**config.mk**
```make
export PLATFORM = sky130hd
export DESIGN_NAME = fetch_frontend
export DESIGN_NICKNAME = d
export VERILOG_FILES = /design/src/logic/memory_pkg.sv /design/src/logic/fetch_pkg.sv /design/src/logic/spill_cell.sv /design/src/logic/fetch_pc_gen.sv /design/src/logic/fetch_mem_if.sv /design/src/logic/fetch_instr_buf.sv /design/src/logic/fetch_frontend.sv
export SDC_FILE = /design/constraint.sdc
export NUM_CORES = 1
export LEC_CHECK = 0
export ABC_CLOCK_PERIOD_IN_PS = 2700
export BUFFER_PORTS_ARGS = -buffer_cell sky130_fd_sc_hd__buf_4
export CAP_MARGIN = 0
export CORE_MARGIN = 2
export CORE_UTILIZATION = 55
export CTS_CLUSTER_DIAMETER = 40
export DETAILED_ROUTE_END_ITERATION = 10
export PLACE_DENSITY = 0.78
export SYNTH_ARGS = -nofsm -noshare
export SYNTH_HDL_FRONTEND = slang
export SYNTH_HIERARCHICAL = 1
export SYNTH_SLANG_ARGS = --single-unit
```
**constraint.sdc**
```tcl
create_clock -name clk_i -period 2.7 [get_ports clk_i]
set_clock_uncertainty 0.1 [all_clocks]
set_input_delay 0.27 -clock clk_i [delete_from_list [all_inputs] [get_ports clk_i]]
set_output_delay 0.27 -clock clk_i [all_outputs]
set_load 0.05 [all_outputs]
```
**src/logic/memory_pkg.sv**
```systemverilog
/*
 * Instruction-memory request and answer formats shared by fetch and testbench.
 * Memory must answer in request order; no tags are carried.
 * Only word-sized instruction reads are issued by the fetch side.
 */

`default_nettype none

package memory_pkg;

    // --------------------------------------------------
    // Widths
    // --------------------------------------------------
    localparam int unsigned XLEN = 32;

    // --------------------------------------------------
    // Exception causes seen by fetch
    // --------------------------------------------------
    typedef enum logic [3:0] {
        E_I_ADDR_MISALIGNED = 4'h0,
        E_I_ACCESS_FAULT    = 4'h1
    } except_code_t;

    // Kind of memory access
    typedef enum logic [1:0] {
        MEM_ACC_INSTR = 2'h0,
        MEM_ACC_LD    = 2'h1,
        MEM_ACC_ST    = 2'h2
    } mem_acc_t;

    // Access size for loads and stores
    typedef enum logic [1:0] {
        LS_BYTE = 2'h0,
        LS_HALF = 2'h1,
        LS_WORD = 2'h2
    } ls_type_t;

    // --------------------------------------------------
    // Request and answer
    // --------------------------------------------------
    typedef struct packed {
        mem_acc_t          acc_type;
        ls_type_t          ls_type;
        logic [XLEN-1:0]   addr;
        logic [XLEN-1:0]   value;    // Store data, zero on reads
    } mem_req_t;

    typedef struct packed {
        mem_acc_t          acc_type;
        logic [XLEN-1:0]   addr;     // Echo of the request address
        logic [XLEN-1:0]   value;
        logic              except_raised;
        except_code_t      except_code;
    } mem_ans_t;

endpackage

`default_nettype wire

```
**src/logic/fetch_pkg.sv**
```systemverilog
/*
 * Fetch-side types and sizes.
 * Instruction buffer depth is fixed here; pointer and counter widths
 * are derived from it, and the pointer wrap handles non power of two depths.
 */

`default_nettype none

package fetch_pkg;

    // --------------------------------------------------
    // Widths and PC stepping
    // --------------------------------------------------
    localparam int unsigned ILEN = 32;

    // Sequential fetch, no compressed instructions
    localparam logic [memory_pkg::XLEN-1:0] PC_STEP = 'd4;

    // --------------------------------------------------
    // Instruction and answer register payload
    // --------------------------------------------------
    typedef struct packed {
        logic [ILEN-1:0] raw;
    } instr_t;

    // Also used as the instruction buffer entry
    typedef struct packed {
        instr_t                          instr;
        logic [memory_pkg::XLEN-1:0]     addr;
        logic                            except_raised;
        memory_pkg::except_code_t        except_code;
    } mem_if_ans_reg_t;

    // --------------------------------------------------
    // Instruction buffer sizing
    // --------------------------------------------------
    localparam int unsigned INSTR_BUF_DEPTH = 4;
    localparam int unsigned INSTR_BUF_PTR_W = (INSTR_BUF_DEPTH > 1) ? $clog2(INSTR_BUF_DEPTH) : 1;
    localparam int unsigned INSTR_BUF_CNT_W = $clog2(INSTR_BUF_DEPTH + 1);

    typedef logic [INSTR_BUF_PTR_W-1:0] buf_ptr_t;
    typedef logic [INSTR_BUF_CNT_W-1:0] buf_cnt_t;

    // Last slot index and full level
    localparam buf_ptr_t INSTR_BUF_LAST = buf_ptr_t'(INSTR_BUF_DEPTH - 1);
    localparam buf_cnt_t INSTR_BUF_FULL = buf_cnt_t'(INSTR_BUF_DEPTH);

endpackage

`default_nettype wire

```
**src/logic/spill_cell.sv**
```systemverilog
/*
 * One-entry registered valid/ready stage, payload given by DATA_T.
 * Output is always registered; ready_o depends combinationally on ready_i,
 * so a chain of cells runs at full rate but forms a ready path.
 * Payload register has no reset, only the full flag does.
 */

`default_nettype none

module spill_cell #(
    parameter type DATA_T = logic
) (
    input  logic  clk_i,
    input  logic  reset_i,

    // Upstream side
    input  logic  valid_i,
    output logic  ready_o,
    input  DATA_T data_i,

    // Downstream side
    output logic  valid_o,
    input  logic  ready_i,
    output DATA_T data_o
);

    // --------------------------------------------------
    // Internal state
    // --------------------------------------------------
    logic  full_q;
    DATA_T data_q;
    logic  load;
    logic  drain;

    // Free slot, or slot emptied this cycle
    assign ready_o = ~full_q | ready_i;

    assign load    = valid_i & ready_o;
    assign drain   = full_q & ready_i;

    // --------------------------------------------------
    // Full flag
    // --------------------------------------------------
    always_ff @(posedge clk_i) begin
        if (reset_i) begin
            full_q <= 1'b0;
        end else if (load) begin
            full_q <= 1'b1;
        end else if (drain) begin
            full_q <= 1'b0;
        end
    end

    // Payload, overwritten only on accept
    always_ff @(posedge clk_i) begin
        if (load) begin
            data_q <= data_i;
        end
    end

    // --------------------------------------------------
    // Outputs
    // --------------------------------------------------
    assign valid_o = full_q;
    assign data_o  = data_q;

endmodule

`default_nettype wire

```
**src/logic/fetch_pc_gen.sv**
```systemverilog
/*
 * Sequential PC source for the fetch front end.
 * Boot PC is sampled on every reset cycle, the last one wins.
 * Low two bits are forced to zero; no redirection or flush support.
 */

`default_nettype none

module fetch_pc_gen (
    input  logic                        clk_i,
    input  logic                        reset_i,
    input  logic [memory_pkg::XLEN-1:0] boot_pc_i,

    // Toward the memory interface
    output logic                        pc_valid_o,
    input  logic                        pc_ready_i,
    output logic [memory_pkg::XLEN-1:0] pc_o
);

    // --------------------------------------------------
    // Next PC state
    // --------------------------------------------------
    logic [memory_pkg::XLEN-1:0] pc_q;
    logic                        valid_q;
    logic                        advance;

    // PC handed over this cycle
    assign advance = valid_q & pc_ready_i;

    // Boot address loaded while in reset
    always_ff @(posedge clk_i) begin
        if (reset_i) begin
            pc_q <= boot_pc_i;
        end else if (advance) begin
            pc_q <= pc_q + fetch_pkg::PC_STEP;
        end
    end

    // Valid rises on the first edge after reset
    always_ff @(posedge clk_i) begin
        if (reset_i) begin
            valid_q <= 1'b0;
        end else begin
            valid_q <= 1'b1;
        end
    end

    // --------------------------------------------------
    // Outputs
    // --------------------------------------------------
    assign pc_valid_o = valid_q;

    // Word alignment
    assign pc_o = {pc_q[memory_pkg::XLEN-1:2], 2'b00};

endmodule

`default_nettype wire

```
**src/logic/fetch_mem_if.sv**
```systemverilog
/*
 * Memory interface of the fetch front end.
 * One registered request slot and one registered answer slot.
 * Answers must come back in order; non-instruction answers are
 * acknowledged and dropped, never forwarded.
 */

`default_nettype none

module fetch_mem_if (
    input  logic                        clk_i,
    input  logic                        reset_i,

    // PC generator
    input  logic                        fetch_valid_i,
    output logic                        fetch_ready_o,
    input  logic [memory_pkg::XLEN-1:0] fetch_pc_i,

    // Memory request
    output logic                        mem_valid_o,
    input  logic                        mem_ready_i,
    output memory_pkg::mem_req_t        mem_req_o,

    // Memory answer
    input  logic                        mem_valid_i,
    output logic                        mem_ready_o,
    input  memory_pkg::mem_ans_t        mem_ans_i,

    // Instruction buffer
    output logic                        ans_valid_o,
    input  logic                        ans_ready_i,
    output fetch_pkg::mem_if_ans_reg_t  ans_o
);

    // --------------------------------------------------
    // Internal signals
    // --------------------------------------------------
    logic [memory_pkg::XLEN-1:0] req_pc;
    logic                        ans_is_instr;
    logic                        ans_valid;
    fetch_pkg::mem_if_ans_reg_t  ans_d;

    // Request slot, holds the PC until memory takes it
    spill_cell #(
        .DATA_T (logic [memory_pkg::XLEN-1:0])
    ) u_req_cell (
        .clk_i   (clk_i),
        .reset_i (reset_i),
        .valid_i (fetch_valid_i),
        .ready_o (fetch_ready_o),
        .data_i  (fetch_pc_i),
        .valid_o (mem_valid_o),
        .ready_i (mem_ready_i),
        .data_o  (req_pc)
    );

    // Word instruction read
    assign mem_req_o.acc_type = memory_pkg::MEM_ACC_INSTR;
    assign mem_req_o.ls_type  = memory_pkg::LS_WORD;
    assign mem_req_o.addr     = req_pc;
    assign mem_req_o.value    = '0;

    // --------------------------------------------------
    // Answer filtering and repacking
    // --------------------------------------------------
    assign ans_is_instr = (mem_ans_i.acc_type == memory_pkg::MEM_ACC_INSTR);

    // Loads and stores never enter the slot
    assign ans_valid = mem_valid_i & ans_is_instr;

    assign ans_d.instr.raw     = mem_ans_i.value[fetch_pkg::ILEN-1:0];
    assign ans_d.addr          = mem_ans_i.addr;
    assign ans_d.except_raised = mem_ans_i.except_raised;
    assign ans_d.except_code   = mem_ans_i.except_code;

    // Its ready also acknowledges dropped answers
    spill_cell #(
        .DATA_T (fetch_pkg::mem_if_ans_reg_t)
    ) u_ans_cell (
        .clk_i   (clk_i),
        .reset_i (reset_i),
        .valid_i (ans_valid),
        .ready_o (mem_ready_o),
        .data_i  (ans_d),
        .valid_o (ans_valid_o),
        .ready_i (ans_ready_i),
        .data_o  (ans_o)
    );

endmodule

`default_nettype wire

```
**src/logic/fetch_instr_buf.sv**
```systemverilog
/*
 * Circular FIFO of fetched instructions toward decode.
 * Depth set in fetch_pkg. No bypass, so an entry shows up at decode
 * one cycle after it is written. Storage has no reset.
 */

`default_nettype none

module fetch_instr_buf (
    input  logic                        clk_i,
    input  logic                        reset_i,

    // From the memory interface
    input  logic                        ans_valid_i,
    output logic                        ans_ready_o,
    input  fetch_pkg::mem_if_ans_reg_t  ans_i,

    // Decode stage
    output logic                        dec_valid_o,
    input  logic                        dec_ready_i,
    output fetch_pkg::instr_t           dec_instr_o,
    output logic [memory_pkg::XLEN-1:0] dec_pc_o,
    output logic                        dec_except_raised_o,
    output memory_pkg::except_code_t    dec_except_code_o
);

    // --------------------------------------------------
    // Storage and pointers
    // --------------------------------------------------
    fetch_pkg::mem_if_ans_reg_t buf_q [fetch_pkg::INSTR_BUF_DEPTH];
    fetch_pkg::buf_ptr_t        wr_ptr_q;
    fetch_pkg::buf_ptr_t        rd_ptr_q;
    fetch_pkg::buf_cnt_t        cnt_q;
    logic                       push;
    logic                       pop;
    fetch_pkg::mem_if_ans_reg_t head;

    assign ans_ready_o = (cnt_q != fetch_pkg::INSTR_BUF_FULL);
    assign dec_valid_o = (cnt_q != '0);

    assign push = ans_valid_i & ans_ready_o;
    assign pop  = dec_valid_o & dec_ready_i;

    // Write side
    always_ff @(posedge clk_i) begin
        if (push) begin
            buf_q[wr_ptr_q] <= ans_i;
        end
    end

    // Pointers wrap at the last slot
    always_ff @(posedge clk_i) begin
        if (reset_i) begin
            wr_ptr_q <= '0;
            rd_ptr_q <= '0;
        end else begin
            if (push) begin
                wr_ptr_q <= (wr_ptr_q == fetch_pkg::INSTR_BUF_LAST) ? '0 : wr_ptr_q + 1'b1;
            end
            if (pop) begin
                rd_ptr_q <= (rd_ptr_q == fetch_pkg::INSTR_BUF_LAST) ? '0 : rd_ptr_q + 1'b1;
            end
        end
    end

    // Occupancy, unchanged on simultaneous push and pop
    always_ff @(posedge clk_i) begin
        if (reset_i) begin
            cnt_q <= '0;
        end else begin
            case ({push, pop})
                2'b10:   cnt_q <= cnt_q + 1'b1;
                2'b01:   cnt_q <= cnt_q - 1'b1;
                default: cnt_q <= cnt_q;
            endcase
        end
    end

    // --------------------------------------------------
    // Head entry onto decode fields
    // --------------------------------------------------
    assign head                = buf_q[rd_ptr_q];
    assign dec_instr_o         = head.instr;
    assign dec_pc_o            = head.addr;
    assign dec_except_raised_o = head.except_raised;
    assign dec_except_code_o   = head.except_code;

endmodule

`default_nettype wire

```
**src/logic/fetch_frontend.sv**
```systemverilog
/*
 * Instruction fetch front end, top level.
 * Instruction memory is external and must answer in order.
 * Answer to decode takes at least two cycles; no redirection or flush.
 */

`default_nettype none

module fetch_frontend (
    input  logic                        clk_i,
    input  logic                        reset_i,
    input  logic [memory_pkg::XLEN-1:0] boot_pc_i,

    // Instruction memory request
    output logic                        mem_valid_o,
    input  logic                        mem_ready_i,
    output memory_pkg::mem_req_t        mem_req_o,

    // Instruction memory answer
    input  logic                        mem_valid_i,
    output logic                        mem_ready_o,
    input  memory_pkg::mem_ans_t        mem_ans_i,

    // Decode stage
    output logic                        dec_valid_o,
    input  logic                        dec_ready_i,
    output fetch_pkg::instr_t           dec_instr_o,
    output logic [memory_pkg::XLEN-1:0] dec_pc_o,
    output logic                        dec_except_raised_o,
    output memory_pkg::except_code_t    dec_except_code_o
);

    // --------------------------------------------------
    // Inter-stage links
    // --------------------------------------------------
    logic                        pc_valid;
    logic                        pc_ready;
    logic [memory_pkg::XLEN-1:0] pc;
    logic                        ans_valid;
    logic                        ans_ready;
    fetch_pkg::mem_if_ans_reg_t  ans;

    // PC source
    fetch_pc_gen u_pc_gen (
        .clk_i      (clk_i),
        .reset_i    (reset_i),
        .boot_pc_i  (boot_pc_i),
        .pc_valid_o (pc_valid),
        .pc_ready_i (pc_ready),
        .pc_o       (pc)
    );

    // Request and answer registers
    fetch_mem_if u_mem_if (
        .clk_i         (clk_i),
        .reset_i       (reset_i),
        .fetch_valid_i (pc_valid),
        .fetch_ready_o (pc_ready),
        .fetch_pc_i    (pc),
        .mem_valid_o   (mem_valid_o),
        .mem_ready_i   (mem_ready_i),
        .mem_req_o     (mem_req_o),
        .mem_valid_i   (mem_valid_i),
        .mem_ready_o   (mem_ready_o),
        .mem_ans_i     (mem_ans_i),
        .ans_valid_o   (ans_valid),
        .ans_ready_i   (ans_ready),
        .ans_o         (ans)
    );

    // Buffer toward decode
    fetch_instr_buf u_instr_buf (
        .clk_i               (clk_i),
        .reset_i             (reset_i),
        .ans_valid_i         (ans_valid),
        .ans_ready_o         (ans_ready),
        .ans_i               (ans),
        .dec_valid_o         (dec_valid_o),
        .dec_ready_i         (dec_ready_i),
        .dec_instr_o         (dec_instr_o),
        .dec_pc_o            (dec_pc_o),
        .dec_except_raised_o (dec_except_raised_o),
        .dec_except_code_o   (dec_except_code_o)
    );

endmodule

`default_nettype wire

```
==> summary.txt <==
Layout
  – Final nets: 1223
  – Commonest non-fill, non-tap cells in the layout: edfxtp_1, buf_4, dlygate4sd3_1
  – Most common cell after layout, fill and taps aside: edfxtp_1
  – Final instance area: 20290 um^2
  – Number of diodes: 0
  – Area Growth Syn to Fin: 28.63%
  – Layout cells sized above 1: 0.3488
  – Filler cell count: 1604

Die
  – Die Height: 173.4 um
  – # IOs: 248
  – Core box area: 28010 um^2
  – Initial Util: 0.5631
  – Row count: 61
  – Chip Width: 173.4 um
  – Die area: 30050 um^2

GRT
  – All-Layer GR Usage: 0.2069
  – First-pass GRT wire length: 47520 um
  – Pin count of the biggest net entering global routing: 70
  – Initial antenna violation count: 0
  – Gr ovfl total: 0
  – Vias in the first global route: 8513

Route
  – Post-route ant nets: 0
  – Starting DRT DRC Count: 824
  – Via density per instance: 5.415
  – Final wirelength: 31260 um
  – Pre-antenna DRT Iters: 5
  – DRC violations left: 0
  – Vias: 8242
  – DR WL/cell: 20.54 um

Run status
  – Status: complete, no violations

Clock tree
  – CTS root buf: clkbuf_16
  – Clock latency at the later pin of the worst-skew pair: 0.53 ns
  – H-tree levels: 2
  – Clock sink count: 419
  – CTS Buffer Depth: 3
  – Setup Fix Bufs, Post-CTS: 0
  – TritonCTS clock tree: yes
  – Clock transition at path regs: 0.06 ns
  – Cts bufs inserted: 46

Placement
  – Pre-CTS WS: 0.2730 ns
  – GP Congestion: 0.8109
  – Hpwl dp: 18090 um
  – Placed cell area: 17760 um^2
  – # port buffers: 209

Worst setup path
  – Worst-path cell chain: buf_12 -> mux4_2 -> buf_4
  – CP endpoint kind: primary output
  – Slowest stage delay, CP: 0.65 ns
  – Peak fanout along the critical path: 20
  – Max stage delay cell, worst path: dfxtp_4
  – RR Startpoint: u_pc_gen/pc_q[2]
  – Worst endpoint required time: 2.33 ns
  – Arr. time, crit path: 2.20 ns
  – Crit start category: flip-flop
  – Reg2reg path depth: 5
  – Crit path kind: flip-flop to primary output
  – Worst R2R Setup Slack: 0.25 ns
  – Reg2Reg Capture Point: u_pc_gen/pc_q[28]

Power
  – VDD IR max: 560.9 uV
  – Power Dens Cells: 774.5 nW/um^2
  – Pleak: 7.057 nW

Synthesis
  – Mean area per synthesized cell: 20.73 um^2
  – Synth Register Bits: 419
  – Post-synth cell types: 51
  – Sequential area share after synthesis: 0.7900
  – Yosys Warn Count: 6
  – Post-synth top flop: edfxtp_1
  – Mapped Area: 15770 um^2
  – Post-synth EDFFs: 407
  – Post-synthesis cell count: 761
  – Fraction of registers with async set/reset: 0

Timing
  – RSZ-0062 raised after global routing: false
  – Setup TNS: 0 ns
  – Final worst path period share: 0.9528
  – Final hold violations: 0
  – Rel. slew slack: 0.2718
  – Fin worst setup slack: 0.1274 ns
  – Setup violators final: 0
  – Final slew viol count: 0
  – Least-Margin Pin Slew: 1.092 ns
  – Hold Slack: 0.02417 ns
  – Fmax: 0.3887 GHz
  – Fin crit period: 2.573 ns

Hold path
  – HP Class: primary input to flip-flop
  – Hold path endpoint: u_pc_gen/pc_q[23]
  – Hold_sp: boot_pc_i[23]
  – Hold path depth: 3

Run
  – Maxcap violations: 0
-- synthesized netlist by cell type (all sizes together), types with 4 or more instances --
master    n  area (um^2)
a21oi     5        32.53
a31oi    13        81.33
and3     10        67.57
buf      53        396.6
clkbuf   13        50.04
dfxtp    12        240.2
edfxtp  407        12220
ha        7        87.58
inv      12        45.04
mux4     69         1554
nand2    32        120.1
nand2b    4        40.04
nand3     8        40.04
nand4     5        52.55
nor2     19        71.32
nor3      4        20.02
o21ai    21        108.9
o31ai     9        67.56
or3       9        62.56
or4      10        78.82
xnor2    12        105.1
xor2      4        35.03
-- timing repair --
| item | in CTS | in global routing |
|---|---|---|
| hold endpoints to repair | 100 | 0 |
| hold buffers | 101 | 0 |
| gates resized for setup | 0 | 0 |
-- stage by stage --
stage                     std cells  utilization  power, mW
after floorplan                 796            -      9.014
after global placement         1336       0.6342      9.596
after detailed placement       1336       0.6342      9.624
after CTS                      1522       0.7244      15.82
after global routing           1522       0.7244      16.21
final                          1522       0.7244      15.71
-- area by class of cell --
cell class | count | area (um^2) | area share
Sequential cell | 419 | 12470 | 0.6145
Multi-Input combinational cell | 298 | 2958 | 0.1458
Timing Repair Buffer | 330 | 2830 | 0.1395
Clock buffer | 53 | 1251 | 0.06166
Tap cell | 378 | 473.0 | 0.02331
Clock inverter | 32 | 264.0 | 0.01301
Inverter | 12 | 45.04 | 0.002220
-- where the power goes --
| group | total [mW] | switching (mW) | internal (mW) |
|---|---|---|---|
| sequential | 7.48 | 0.181 | 7.30 |
| combinational | 2.13 | 1.29 | 0.838 |
| clock | 6.10 | 2.53 | 3.57 |
| total | 15.7 | 4.00 | 11.7 |
-- kinds of logic (layout without fill, tap and decap cells) --
| logic type | count (synthesis) | in the layout | share of synthesized area |
|---|---|---|---|
| buffers and inverters | 79 | 427 | 0.03173 |
| AND/OR/NAND/NOR | 113 | 113 | 0.04133 |
| XOR/XNOR | 16 | 16 | 0.008884 |
| adder cells (fa/ha/maj) | 8 | 8 | 0.006821 |
| flip-flops | 419 | 419 | 0.7900 |
| multiplexers | 72 | 72 | 0.1005 |
| AO/OA/AOI/OAI | 51 | 51 | 0.01999 |
| other | 3 | 38 | 0.0007138 |
-- registers in the layout, summed over array words and instances (netlist names), named ones only --
| signal | count |
|---|---|
| u_mem_if/u_ans_cell/data_o | 69 |
| u_pc_gen/pc_valid_o | 1 |
| u_mem_if/u_req_cell/valid_o | 1 |
| u_pc_gen/pc_q | 30 |
| u_mem_if/u_ans_cell/valid_o | 1 |
| u_mem_if/u_req_cell/data_o | 32 |
| u_instr_buf/buf_q | 276 |
| u_instr_buf/rd_ptr_q | 2 |
| u_instr_buf/cnt_q | 3 |
| u_instr_buf/wr_ptr_q | 2 |
-- worst max-delay path, delay by kind of cell, from the launching register on --
family   cells  cell delay [ns]
buf+inv      2             0.45
flops        1             0.65
mux          1             0.56
-- metal layers --
metal | track usage | up-vias | share of wire
met5 | 0 | - | 0
met4 | 0.05968 | 0 | 0.024
met1 | 0.2589 | 4136 | 0.38
met3 | 0.05307 | 57 | 0.080
met2 | 0.3597 | 356 | 0.52
li1 | - | 3693 | -
-- how the worst max path moves through the flow --
stage	end	slack (ns)
6_report	dec_instr_o[10]	0.13
3_5_place_dp	u_pc_gen/pc_q[28]	0.27
5_1_grt	dec_instr_o[10]	0.02
2_1_floorplan	u_instr_buf/cnt_q[2]	0.32
3_3_place_gp	u_instr_buf/cnt_q[2]	0.33
4_1_cts	dec_instr_o[10]	0.06
Note: power is estimated with default switching activity, not from simulation.
